==> src/common/vm16_pkg.sv <==
// Shared definitions for the vm16 CPU: ISA encodings, ALU codes, address map and bus structs.
// RTL files refer to these by scoped name.
`default_nettype none

package vm16_pkg;

    localparam int data_w        = 16;
    localparam int reg_sel_w     = 3;
    localparam int imem_depth    = 64;
    localparam int scratch_depth = 64;
    localparam int imem_aw       = $clog2(imem_depth);
    localparam int scratch_aw    = $clog2(scratch_depth);

    // last instruction word, where the pc saturates
    localparam logic [data_w-1:0] pc_last = data_w'(imem_depth - 1);

    // scratch window; everything outside goes to APB
    localparam logic [data_w-1:0] scratch_base = 16'h0000;
    localparam logic [data_w-1:0] scratch_last = 16'h003F;

    // opcodes, instr[15:11]
    localparam logic [4:0] op_nop     = 5'h00;
    localparam logic [4:0] op_lw      = 5'h01;
    localparam logic [4:0] op_sw      = 5'h02;
    localparam logic [4:0] op_bit     = 5'h03;
    localparam logic [4:0] op_mov     = 5'h04;
    localparam logic [4:0] op_movi    = 5'h05;
    localparam logic [4:0] op_arith_u = 5'h06;
    localparam logic [4:0] op_arith_s = 5'h07;
    localparam logic [4:0] op_br      = 5'h08;
    localparam logic [4:0] op_cmp     = 5'h0A;
    localparam logic [4:0] op_setc    = 5'h0B;
    localparam logic [4:0] op_halt    = 5'h0C;

    // sub-functions in simm5 of the bit and arith groups
    localparam logic [4:0] bit_or     = 5'h00;
    localparam logic [4:0] bit_xor    = 5'h01;
    localparam logic [4:0] bit_and    = 5'h02;
    localparam logic [4:0] bit_not    = 5'h03;
    localparam logic [4:0] bit_lshft  = 5'h04;
    localparam logic [4:0] bit_rshft  = 5'h05;
    localparam logic [4:0] arith_add  = 5'b11111;
    localparam logic [4:0] arith_sub  = 5'b10000;
    // only bit 4 matters, the low four bits carry imm4
    localparam logic [4:0] arith_addi = 5'b00000;

    localparam logic [4:0] alu_nop   = 5'h00;
    localparam logic [4:0] alu_mov   = 5'h01;
    localparam logic [4:0] alu_add   = 5'h02;
    localparam logic [4:0] alu_sub   = 5'h03;
    localparam logic [4:0] alu_or    = 5'h04;
    localparam logic [4:0] alu_xor   = 5'h05;
    localparam logic [4:0] alu_and   = 5'h06;
    localparam logic [4:0] alu_not   = 5'h07;
    localparam logic [4:0] alu_lshft = 5'h08;
    localparam logic [4:0] alu_rshft = 5'h09;
    localparam logic [4:0] alu_cmp   = 5'h0A;
    localparam logic [4:0] alu_setc  = 5'h0B;

    // conditions for BR and SETC
    localparam logic [7:0] cond_always = 8'h00;
    localparam logic [7:0] cond_eq     = 8'h01;
    localparam logic [7:0] cond_ne     = 8'h02;
    localparam logic [7:0] cond_gt     = 8'h03;
    localparam logic [7:0] cond_lt     = 8'h04;
    localparam logic [7:0] cond_ge     = 8'h05;
    localparam logic [7:0] cond_le     = 8'h06;

    localparam int flag_n = 3;
    localparam int flag_z = 2;
    localparam int flag_c = 1;
    localparam int flag_v = 0;

    typedef struct packed {
        logic [4:0]           opcode;
        logic [reg_sel_w-1:0] rd;
        logic [reg_sel_w-1:0] ra;
        logic [4:0]           simm5;
    } instr_reg_t;

    typedef struct packed {
        logic [4:0]           opcode;
        logic [reg_sel_w-1:0] rd;
        logic [7:0]           imm8;
    } instr_imm_t;

    typedef union packed {
        instr_reg_t reg_form;
        instr_imm_t imm_form;
    } instr_t;

    typedef struct packed {
        logic [4:0] alu_op;
        logic       has_imm4;
        logic       has_imm8;
        logic       has_we;
        logic       has_br;
        logic       has_mem;
        logic       has_mem_we;
        logic       has_cmp;
        logic       halt;
    } dec_t;

    typedef struct packed {
        logic              valid;
        logic              we;
        logic [data_w-1:0] addr;
        logic [data_w-1:0] wdata;
    } mem_req_t;

    typedef struct packed {
        logic              done;
        logic [data_w-1:0] rdata;
    } mem_rsp_t;

    typedef struct packed {
        logic [data_w-1:0] paddr;
        logic              pwrite;
        logic              psel;
        logic              penable;
        logic [data_w-1:0] pwdata;
    } apb_req_t;

    typedef struct packed {
        logic [data_w-1:0] prdata;
        logic              pready;
    } apb_rsp_t;

    typedef struct packed {
        logic               we;
        logic [imem_aw-1:0] addr;
        logic [data_w-1:0]  data;
    } prog_load_t;

endpackage

`default_nettype wire

==> src/verilog/vm16_mem.sv <==
// Single-port synchronous memory; a write wins over the read in the same cycle.
// Used for instruction memory and for the scratch memory.
`timescale 1ns/1ps
`default_nettype none

module vm16_mem #(
    parameter int depth = 64
) (
    input  logic                        clk,
    input  logic [$clog2(depth)-1:0]    addr,
    input  logic [vm16_pkg::data_w-1:0] wdata,
    input  logic                        we,
    output logic [vm16_pkg::data_w-1:0] rdata
);
    logic [vm16_pkg::data_w-1:0] mem [depth];

    // write-first, a write shows the new word on rdata
    always_ff @(posedge clk) begin
        if (we) begin
            mem[addr] <= wdata;
            rdata     <= wdata;
        end else begin
            rdata <= mem[addr];
        end
    end

endmodule

`default_nettype wire

==> src/core/vm16_regfile.sv <==
// Eight general registers, one asynchronous read port and one write port.
`timescale 1ns/1ps
`default_nettype none

module vm16_regfile (
    input  logic                           clk,
    input  logic                           reset,
    input  logic [vm16_pkg::reg_sel_w-1:0] rs,
    output logic [vm16_pkg::data_w-1:0]    rd,
    input  logic                           we,
    input  logic [vm16_pkg::reg_sel_w-1:0] ws,
    input  logic [vm16_pkg::data_w-1:0]    wd
);
    logic [vm16_pkg::data_w-1:0] regs [2**vm16_pkg::reg_sel_w];

    always_ff @(posedge clk) begin
        if (reset) begin
            for (int i = 0; i < 2**vm16_pkg::reg_sel_w; i++) begin
                regs[i] <= '0;
            end
        end else if (we) begin
            regs[ws] <= wd;
        end
    end

    assign rd = regs[rs];

endmodule

`default_nettype wire

==> src/core/vm16_alu.sv <==
// Combinational ALU with compare flags and the condition test shared by BR and SETC.
`timescale 1ns/1ps
`default_nettype none

module vm16_alu (
    input  logic [4:0]                  alu_op,
    input  logic [vm16_pkg::data_w-1:0] a,
    input  logic [vm16_pkg::data_w-1:0] b,
    input  logic [3:0]                  flags,
    output logic [vm16_pkg::data_w-1:0] c,
    output logic                        branch_ok
);
    logic [vm16_pkg::data_w:0] diff;
    logic [3:0]                cmp_flags;

    // sign-extended 17-bit subtract, shared by sub and cmp
    assign diff = {a[vm16_pkg::data_w-1], a} - {b[vm16_pkg::data_w-1], b};

    always_comb begin
        cmp_flags                   = '0;
        cmp_flags[vm16_pkg::flag_n] = diff[vm16_pkg::data_w-1];
        cmp_flags[vm16_pkg::flag_z] = (diff[vm16_pkg::data_w-1:0] == '0);
        cmp_flags[vm16_pkg::flag_c] = 1'b0;
        cmp_flags[vm16_pkg::flag_v] = diff[vm16_pkg::data_w] ^ diff[vm16_pkg::data_w-1];
    end

    // condition code sits in b's low byte
    always_comb begin
        case (b[7:0])
            vm16_pkg::cond_always: branch_ok = 1'b1;
            vm16_pkg::cond_eq:     branch_ok = flags[vm16_pkg::flag_z];
            vm16_pkg::cond_ne:     branch_ok = !flags[vm16_pkg::flag_z];
            vm16_pkg::cond_gt:     branch_ok = !flags[vm16_pkg::flag_z]
                                   && (flags[vm16_pkg::flag_n] == flags[vm16_pkg::flag_v]);
            vm16_pkg::cond_lt:     branch_ok = flags[vm16_pkg::flag_n] != flags[vm16_pkg::flag_v];
            vm16_pkg::cond_ge:     branch_ok = flags[vm16_pkg::flag_n] == flags[vm16_pkg::flag_v];
            vm16_pkg::cond_le:     branch_ok = flags[vm16_pkg::flag_z]
                                   || (flags[vm16_pkg::flag_n] != flags[vm16_pkg::flag_v]);
            default:               branch_ok = 1'b0;
        endcase
    end

    always_comb begin
        case (alu_op)
            vm16_pkg::alu_nop:   c = '0;
            vm16_pkg::alu_mov:   c = b;
            vm16_pkg::alu_add:   c = a + b;
            vm16_pkg::alu_sub:   c = diff[vm16_pkg::data_w-1:0];
            vm16_pkg::alu_or:    c = a | b;
            vm16_pkg::alu_xor:   c = a ^ b;
            vm16_pkg::alu_and:   c = a & b;
            vm16_pkg::alu_not:   c = ~b;
            vm16_pkg::alu_lshft: c = a << b;
            vm16_pkg::alu_rshft: c = a >> b;
            // flags land in the low nibble, stored by writeback
            vm16_pkg::alu_cmp:   c = {{(vm16_pkg::data_w-4){1'b0}}, cmp_flags};
            vm16_pkg::alu_setc:  c = {{(vm16_pkg::data_w-1){1'b0}}, branch_ok};
            default:             c = '0;
        endcase
    end

endmodule

`default_nettype wire

==> src/core/vm16_decoder.sv <==
// Instruction decoder: opcode and sub-function to ALU code and datapath controls.
`timescale 1ns/1ps
`default_nettype none

module vm16_decoder (
    input  vm16_pkg::instr_t instr,
    output vm16_pkg::dec_t   dec
);
    logic [4:0] sub;

    assign sub = instr.reg_form.simm5;

    always_comb begin
        dec        = '0;
        dec.alu_op = vm16_pkg::alu_nop;
        case (instr.reg_form.opcode)
            vm16_pkg::op_nop, vm16_pkg::op_halt: begin
                dec.halt = (instr.reg_form.opcode == vm16_pkg::op_halt);
            end
            vm16_pkg::op_lw: begin
                dec.alu_op  = vm16_pkg::alu_mov;
                dec.has_mem = 1'b1;
                dec.has_we  = 1'b1;
            end
            vm16_pkg::op_sw: begin
                dec.alu_op     = vm16_pkg::alu_mov;
                dec.has_mem    = 1'b1;
                dec.has_mem_we = 1'b1;
            end
            vm16_pkg::op_mov: begin
                dec.alu_op = vm16_pkg::alu_mov;
                dec.has_we = 1'b1;
            end
            vm16_pkg::op_movi: begin
                dec.alu_op   = vm16_pkg::alu_mov;
                dec.has_imm8 = 1'b1;
                dec.has_we   = 1'b1;
            end
            // target in rd, condition in imm8
            vm16_pkg::op_br: begin
                dec.has_br   = 1'b1;
                dec.has_imm8 = 1'b1;
            end
            vm16_pkg::op_cmp: begin
                dec.alu_op  = vm16_pkg::alu_cmp;
                dec.has_cmp = 1'b1;
            end
            vm16_pkg::op_setc: begin
                dec.alu_op = vm16_pkg::alu_setc;
                dec.has_we = 1'b1;
            end
            vm16_pkg::op_bit: begin
                dec.has_we = 1'b1;
                case (sub)
                    vm16_pkg::bit_or:    dec.alu_op = vm16_pkg::alu_or;
                    vm16_pkg::bit_xor:   dec.alu_op = vm16_pkg::alu_xor;
                    vm16_pkg::bit_and:   dec.alu_op = vm16_pkg::alu_and;
                    vm16_pkg::bit_not:   dec.alu_op = vm16_pkg::alu_not;
                    vm16_pkg::bit_lshft: dec.alu_op = vm16_pkg::alu_lshft;
                    vm16_pkg::bit_rshft: dec.alu_op = vm16_pkg::alu_rshft;
                    default:             dec.has_we = 1'b0;
                endcase
            end
            // signed and unsigned forms give the same 16-bit result
            vm16_pkg::op_arith_u, vm16_pkg::op_arith_s: begin
                dec.has_we = 1'b1;
                if (sub == vm16_pkg::arith_add) begin
                    dec.alu_op = vm16_pkg::alu_add;
                end else if (sub == vm16_pkg::arith_sub) begin
                    dec.alu_op = vm16_pkg::alu_sub;
                end else if (sub[4] == vm16_pkg::arith_addi[4]) begin
                    dec.alu_op   = vm16_pkg::alu_add;
                    dec.has_imm4 = 1'b1;
                end else begin
                    dec.has_we = 1'b0;
                end
            end
            default: dec.alu_op = vm16_pkg::alu_nop;
        endcase
    end

endmodule

`default_nettype wire

==> src/core/vm16_core.sv <==
// Multi-cycle vm16 core: fetch, decode, two register reads, optional memory access, writeback.
// Loads and stores leave through the mem_req/mem_rsp pair to the MMU.
`timescale 1ns/1ps
`default_nettype none

module vm16_core (
    input  logic                 clk,
    input  logic                 reset,
    input  vm16_pkg::prog_load_t prog,
    output vm16_pkg::mem_req_t   req,
    input  vm16_pkg::mem_rsp_t   rsp,
    output logic                 halted
);
    typedef enum logic [2:0] {
        st_fetch, st_decode, st_read_a, st_read_b, st_mem, st_writeback, st_halted
    } state_t;

    state_t                            state;
    logic [vm16_pkg::data_w-1:0]       pc;
    vm16_pkg::instr_t                  instr;
    vm16_pkg::dec_t                    dec;
    logic [vm16_pkg::imem_aw-1:0]      imem_addr;
    logic [vm16_pkg::data_w-1:0]       imem_rdata;
    logic [vm16_pkg::reg_sel_w-1:0]    rf_rs;
    logic [vm16_pkg::data_w-1:0]       rf_rdata;
    logic [vm16_pkg::data_w-1:0]       rf_wdata;
    logic                              rf_we;
    logic [vm16_pkg::data_w-1:0]       rdd;
    logic [vm16_pkg::data_w-1:0]       rda;
    logic [3:0]                        flags;
    logic [vm16_pkg::data_w-1:0]       alu_c;
    logic                              branch_ok;
    logic [vm16_pkg::data_w-1:0]       imm8_ext;
    logic [vm16_pkg::data_w-1:0]       imm4_ext;
    logic [vm16_pkg::data_w-1:0]       simm5_ext;
    logic                              req_valid;
    logic                              pending;

    // program load owns the port while it writes
    assign imem_addr = prog.we ? prog.addr : pc[vm16_pkg::imem_aw-1:0];

    assign imm8_ext  = {{(vm16_pkg::data_w-8){1'b0}}, instr.imm_form.imm8};
    assign imm4_ext  = {{(vm16_pkg::data_w-4){1'b0}}, instr.reg_form.simm5[3:0]};
    assign simm5_ext = {{(vm16_pkg::data_w-5){instr.reg_form.simm5[4]}}, instr.reg_form.simm5};

    // rd in the first read cycle, ra in the second
    assign rf_rs    = (state == st_read_b) ? instr.reg_form.ra : instr.reg_form.rd;
    assign rf_we    = dec.has_we && (state == st_writeback);
    assign rf_wdata = dec.has_mem ? rsp.rdata : alu_c;

    // addr, we and wdata hold while in st_mem since rdd, rda and instr do
    assign req = '{valid: req_valid, we: dec.has_mem_we, addr: alu_c + simm5_ext, wdata: rdd};

    assign halted = (state == st_halted);

    always_ff @(posedge clk) begin
        if (reset) begin
            state     <= st_fetch;
            pc        <= '0;
            flags     <= '0;
            req_valid <= 1'b0;
        end else begin
            req_valid <= 1'b0;
            case (state)
                st_fetch: state <= st_decode;
                st_decode: begin
                    instr <= imem_rdata;
                    state <= st_read_a;
                end
                st_read_a: begin
                    rdd   <= rf_rdata;
                    state <= dec.halt ? st_halted : st_read_b;
                end
                st_read_b: begin
                    if (dec.has_imm8) begin
                        rda <= imm8_ext;
                    end else if (dec.has_imm4) begin
                        rda <= rf_rdata + imm4_ext;
                    end else begin
                        rda <= rf_rdata;
                    end
                    if (dec.has_mem) begin
                        req_valid <= 1'b1;
                        state     <= st_mem;
                    end else begin
                        state <= st_writeback;
                    end
                end
                st_mem: begin
                    if (rsp.done) begin
                        state <= st_writeback;
                    end
                end
                st_writeback: begin
                    if (dec.has_cmp) begin
                        flags <= alu_c[3:0];
                    end
                    if (dec.has_br && branch_ok) begin
                        pc <= rdd;
                    end else if (pc < vm16_pkg::pc_last) begin
                        pc <= pc + 1'b1;
                    end
                    state <= st_fetch;
                end
                st_halted: state <= st_halted;
                default:   state <= st_fetch;
            endcase
        end
    end

    // request outstanding from valid until the MMU answers
    always_ff @(posedge clk) begin
        if (reset) begin
            pending <= 1'b0;
        end else if (req_valid) begin
            pending <= 1'b1;
        end else if (rsp.done) begin
            pending <= 1'b0;
        end
    end

    a_one_request: assert property (@(posedge clk) disable iff (reset) req_valid |-> !pending);

    vm16_mem #(.depth(vm16_pkg::imem_depth)) u_imem (
        .clk   (clk),
        .addr  (imem_addr),
        .wdata (prog.data),
        .we    (prog.we),
        .rdata (imem_rdata)
    );

    vm16_decoder u_decoder (
        .instr (instr),
        .dec   (dec)
    );

    vm16_regfile u_regfile (
        .clk   (clk),
        .reset (reset),
        .rs    (rf_rs),
        .rd    (rf_rdata),
        .we    (rf_we),
        .ws    (instr.reg_form.rd),
        .wd    (rf_wdata)
    );

    vm16_alu u_alu (
        .alu_op    (dec.alu_op),
        .a         (rdd),
        .b         (rda),
        .flags     (flags),
        .c         (alu_c),
        .branch_ok (branch_ok)
    );

endmodule

`default_nettype wire

==> src/mmu/vm16_mmu.sv <==
// Memory-management unit: scratch window to the local memory, all else to the APB master.
// Answers each core request with a single done pulse and registered read data.
`timescale 1ns/1ps
`default_nettype none

module vm16_mmu (
    input  logic               clk,
    input  logic               reset,
    input  vm16_pkg::mem_req_t req,
    output vm16_pkg::mem_rsp_t rsp,
    output vm16_pkg::apb_req_t apb_out,
    input  vm16_pkg::apb_rsp_t apb_in
);
    typedef enum logic [1:0] {st_idle, st_setup, st_access} apb_state_t;

    apb_state_t                  state;
    logic [vm16_pkg::data_w-1:0] offset;
    logic                        in_scratch;
    logic                        scratch_we;
    logic                        scratch_pend;
    logic [vm16_pkg::data_w-1:0] scratch_rdata;

    // below the base the offset wraps high and misses the window
    assign offset     = req.addr - vm16_pkg::scratch_base;
    assign in_scratch = offset <= (vm16_pkg::scratch_last - vm16_pkg::scratch_base);
    assign scratch_we = req.valid && req.we && in_scratch;

    always_ff @(posedge clk) begin
        if (reset) begin
            state           <= st_idle;
            apb_out.psel    <= 1'b0;
            apb_out.penable <= 1'b0;
            rsp.done        <= 1'b0;
            scratch_pend    <= 1'b0;
        end else begin
            rsp.done     <= 1'b0;
            scratch_pend <= req.valid && in_scratch;
            // scratch read data is out one cycle after valid
            if (scratch_pend) begin
                rsp.done  <= 1'b1;
                rsp.rdata <= scratch_rdata;
            end
            case (state)
                st_idle: begin
                    if (req.valid && !in_scratch) begin
                        apb_out.paddr  <= req.addr;
                        apb_out.pwrite <= req.we;
                        apb_out.pwdata <= req.wdata;
                        apb_out.psel   <= 1'b1;
                        state          <= st_setup;
                    end
                end
                st_setup: begin
                    apb_out.penable <= 1'b1;
                    state           <= st_access;
                end
                st_access: begin
                    // wait states while pready is low
                    if (apb_in.pready) begin
                        apb_out.psel    <= 1'b0;
                        apb_out.penable <= 1'b0;
                        rsp.rdata       <= apb_in.prdata;
                        rsp.done        <= 1'b1;
                        state           <= st_idle;
                    end
                end
                default: state <= st_idle;
            endcase
        end
    end

    a_paddr_stable: assert property (@(posedge clk) disable iff (reset)
        apb_out.psel && $past(apb_out.psel) |-> $stable(apb_out.paddr));

    vm16_mem #(.depth(vm16_pkg::scratch_depth)) u_scratch (
        .clk   (clk),
        .addr  (offset[vm16_pkg::scratch_aw-1:0]),
        .wdata (req.wdata),
        .we    (scratch_we),
        .rdata (scratch_rdata)
    );

endmodule

`default_nettype wire

==> src/verilog/vm16_cpu.sv <==
// vm16 CPU top: one core and its MMU, with the program load port and the APB master.
`timescale 1ns/1ps
`default_nettype none

module vm16_cpu (
    input  logic                 clk,
    input  logic                 reset,
    input  vm16_pkg::prog_load_t prog,
    output vm16_pkg::apb_req_t   apb_out,
    input  vm16_pkg::apb_rsp_t   apb_in,
    output logic                 halted
);
    vm16_pkg::mem_req_t mem_req;
    vm16_pkg::mem_rsp_t mem_rsp;

    vm16_core u_core (
        .clk    (clk),
        .reset  (reset),
        .prog   (prog),
        .req    (mem_req),
        .rsp    (mem_rsp),
        .halted (halted)
    );

    vm16_mmu u_mmu (
        .clk     (clk),
        .reset   (reset),
        .req     (mem_req),
        .rsp     (mem_rsp),
        .apb_out (apb_out),
        .apb_in  (apb_in)
    );

endmodule

`default_nettype wire

==> config.mk <==
export PLATFORM = sky130hd
export DESIGN_NAME = vm16_cpu
export DESIGN_NICKNAME = d
export VERILOG_FILES = /design/src/common/vm16_pkg.sv /design/src/verilog/vm16_mem.sv /design/src/core/vm16_regfile.sv /design/src/core/vm16_alu.sv /design/src/core/vm16_decoder.sv /design/src/core/vm16_core.sv /design/src/mmu/vm16_mmu.sv /design/src/verilog/vm16_cpu.sv
export SDC_FILE = /design/constraint.sdc
export NUM_CORES = 2
export LEC_CHECK = 0
export ABC_CLOCK_PERIOD_IN_PS = 25900
export BUFFER_PORTS_ARGS = -buffer_cell sky130_fd_sc_hd__buf_2
export CAP_MARGIN = 10
export CORE_MARGIN = 3
export CORE_UTILIZATION = 40
export CTS_CLUSTER_DIAMETER = 40
export DETAILED_ROUTE_END_ITERATION = 10
export HOLD_SLACK_MARGIN = 0.03
export PLACE_DENSITY_LB_ADDON = 0.3
export SLEW_MARGIN = 15
export SYNTH_ARGS = -nofsm -noshare
export SYNTH_HDL_FRONTEND = slang
export SYNTH_SLANG_ARGS = --single-unit
==> constraint.sdc <==
create_clock -name clk -period 25.9 [get_ports clk]
set_clock_uncertainty 0.05 [all_clocks]
set_input_delay 2.59 -clock clk [delete_from_list [all_inputs] [get_ports clk]]
set_output_delay 2.59 -clock clk [all_outputs]
set_load 0.05 [all_outputs]
==> summary.txt <==
Power
  – Total power: 9.86 mW
  – Net Switching: 2.39 mW
  – Leakage: 35.8 nW
  – Clock share of power: 0.471
  – Cell Pwr Density: 87.7 mW/mm²
  – Max IR drop VDD: 0.0655 mV
  – Net Sw Frac: 0.242
  – Combinational group share of total power: 0.102
  – Seq pwr share: 0.426
  – Int Pwr: 7.47 mW

Final layout
  – Fillcell total: 19194
  – Area grow syn2layout: 18.2%
  – Cell area after layout: between 0.1 and 0.15 mm²
  – Share of layout cells above drive strength 1: 0.328
  – Final nets: 5233

Yosys
  – EDFF count, synth: 2273
  – Fraction of registers with async set or reset after synthesis: 0
  – Ys flop type: edfxtp_1
  – Syn Nets: about 4900
  – Multiplexer area fraction after synthesis: 0.181
  – Seq cells post-synth: between 2000 and 2500
  – Syn Std Cell Area: 0.0951 mm²
  – Avg Cell Area, Syn: 20.0 µm²
  – Mapped Cells: around 4700
  – Adder-cell share of the synthesized area: 0.00978
  – Complex-gate fraction of the synthesized area: 0.0269
  – Post-synthesis cell type count: roughly 90
  – Ys Warns: 0
  – Largest family of logic cells by synthesized area: multiplexers
  – Post-synthesis simple-gate area fraction: 0.0371
  – Post-synthesis xor/xnor area fraction: 0.00405
  – Part of the Yosys area used for sequential elements: 0.726

STA
  – Fmax: 0.108 GHz
  – Endpoints failing hold: 0
  – RSZ-0062 raised after global routing: false
  – Worst-margin pin slew: about 1.2 ns
  – Crit share post-route: 0.359
  – Setup total negative slack: 0 ns
  – Crit path time final: 9.29 ns
  – Slew headroom: 0.204
  – Slew Viols, Final: 0
  – Final setup violation count: 0

Worst setup path
  – FF-to-FF path depth: 23
  – Worst EP required: 26.34 ns
  – Startpoint Class: flip-flop
  – Maximum fanout along the worst path: 38
  – CP Class: flip-flop to flip-flop
  – Reg2reg end: u_mmu.u_scratch.mem[44][13]
  – Crit path DAT: 9.73 ns
  – Worst r2r src: u_core.rda[2]
  – Reg2Reg Setup Slack: 16.61 ns
  – Element type at the critical path end: flip-flop

Floorplanning
  – Initial Util: 0.403
  – Core footprint: 0.236 mm²
  – Die area: 0.244 mm²
  – Die extent in x: 494 µm
  – I/O pin total: 78
  – Die Y: 494 µm
  – Row count: between 150 and 200

Clock tree
  – Skew-Pair Late Insertion Delay: 0.97 ns
  – Number of post-CTS setup repair buffers: 0
  – Clk slew on worst S/H paths: 0.05 ns
  – Clock Sinks: around 2300
  – Htree depth: 5
  – Hold buffers post-CTS: 0
  – CTS root buf: clkbuf_16
  – Num CTS Buffers: 351
  – CTS max path bufs: 4
  – Post-cts resize count: 0
  – TritonCTS clock tree: done

Global routing
  – Total Routing Usage GR: 0.209
  – Initial antenna violation count: 18
  – Global route overflow: 0
  – Global-route wire length before repair: 369000 µm
  – Largest net degree at the start of global routing: 157
  – Vias in the first global route: 49281

Routing
  – Drc violations: 0
  – Avg WL per Cell: 30.0 µm
  – Post-Route WL: 256000 µm
  – Vias per cell: 5.85
  – Antenna Nets Post-Route: 0
  – Pre-antenna DRT Iters: 8
  – DR vias: between 50000 and 60000
  – Initial drt markers: 6257

Min path
  – Hold Startpoint: u_core.pc[14]
  – WHS Endpoint: u_core.pc[14]
  – Hold Crit Depth: 2
  – HP Class: flip-flop to flip-flop

Place
  – Placed Area: 0.101 mm²
  – RD Place Congestion: 0.922
  – Dpl hpwl: approximately 150000 µm
  – IO buf count: 77

Run status
  – Run status: completed

Run
  – Max-cap viol count: 0
-- sequential cells by signal (all words and copies together), names as in the netlist, 17 cells and up, named ones only --
signal,cells
u_mmu.rsp,17
u_mmu.apb_out,35
u_core.u_imem.mem,1024
u_mmu.u_scratch.mem,1024
u_core.u_regfile.regs,128
-- cell usage in the layout, fill, tap and decap left out, drive strengths merged, types with 53 or more instances in the layout --
| cell type | n |
|---|---|
| buf | 292 |
| mux4 | 710 |
| nor3 | 105 |
| nor2 | 282 |
| ha | 68 |
| clkinvlp | 53 |
| clkbuf | 387 |
| edfxtp | 2273 |
| o21ai | 86 |
| a21oi | 95 |
| mux2i | 111 |
| nand2 | 152 |
| clkinv | 97 |
| nand3 | 53 |
| inv | 134 |
-- cells in the mapped netlist (41+ instances only) --
master	count	area, µm²
edfxtp_1	2273	68300
mux4_2	710	16000
nor2_1	282	1060
clkbuf_1	184	691
nand2_1	152	571
mux2i_1	109	1090
nor3_1	103	515
a21oi_1	95	475
o21ai_0	81	405
inv_1	77	289
ha_1	68	851
buf_1	63	236
nand3_1	53	265
dfxtp_1	41	821
-- kinds of logic after synthesis --
logic type / after synthesis
AOI/OAI and AO/OA: 383
DFF: 2314
muxes: 833
and+or+nand+nor: 749
xor gates and xnor gates: 44
adders and majority gates: 72
buffers and inverters: 354
-- power by group through the flow --
stage | Sequential [mW] | Clock [mW] | Combinational (mW)
6_report | 4.20 | 4.65 | 1.01
3_3_place_gp | 4.28 | 0 | 1.01
2_1_floorplan | 4.23 | 0 | 0.638
4_1_cts | 4.21 | 4.72 | 1.01
5_1_grt | 4.21 | 4.89 | 1.05
3_5_place_dp | 4.28 | 0 | 1.01
-- how the worst max path moves through the flow --
stage                               from                     endpoint  slack [ns]
final                      u_core.rda[2]  u_mmu.u_scratch.mem[44][13]       16.61
after global routing       u_core.rda[2]  u_mmu.u_scratch.mem[44][13]       16.06
after CTS                 u_core.rdd[10]  u_mmu.u_scratch.mem[10][11]       16.59
after detailed placement   u_core.rda[2]   u_mmu.u_scratch.mem[10][5]       16.60
after global placement     u_core.rda[2]    u_mmu.u_scratch.mem[9][1]       16.58
after floorplan            u_core.rdd[2]   u_mmu.u_scratch.mem[48][0]       17.28
-- layout make-up --
cell class / count / area [µm²] / share of cell area
inverter: 79 / 297 / 0.00264
tap: 3150 / 3940 / 0.0351
clock inverter: 240 / 2610 / 0.0232
antenna: 7 / 17.5 / 0.000156
sequential: 2314 / 69100 / 0.615
clock buffer: 387 / 9100 / 0.0809
timing repair buffer: 292 / 2110 / 0.0188
multi-input combinational: 2081 / 25300 / 0.225
-- through the flow --
step           std cells  utilization  worst slack [ns]  hold WS, ns
3_3_place_gp        7915        0.427             16.58        0.431
3_5_place_dp        7915        0.427             16.60        0.432
5_1_grt             8546        0.477             16.06        0.469
2_1_floorplan       4749            -             17.28        0.400
4_1_cts             8542        0.476             16.59        0.438
6_report            8550        0.477             16.61        0.443
-- worst max-delay path, cell delays in order, from the launching register on --
cell,delay (ns)
edfxtp_1,0.33
buf_4,0.39
inv_1,0.41
ha_1,0.55
o21bai_1,0.17
a211o_1,0.36
a2111oi_0,0.55
o41ai_1,0.17
xnor2_1,0.18
or3_1,0.41
nor4_1,0.38
a21oi_1,0.39
inv_1,0.15
ha_1,0.30
a211oi_1,0.36
o211ai_1,0.24
a221oi_2,0.35
xnor2_1,0.14
or4_1,0.52
nor4b_1,0.41
nand2_1,0.11
mux2_4,0.50
buf_4,0.43
nor3_2,0.96
-- metal layers --
metal,vias to the layer above,share of wire,track usage
met3,390,0.082,0.0392
met4,6,0.028,0.0606
met5,-,0.00016,0
li1,20633,-,-
met1,26759,0.43,0.311
met2,2272,0.46,0.316
(Power assumes the default switching activity.)
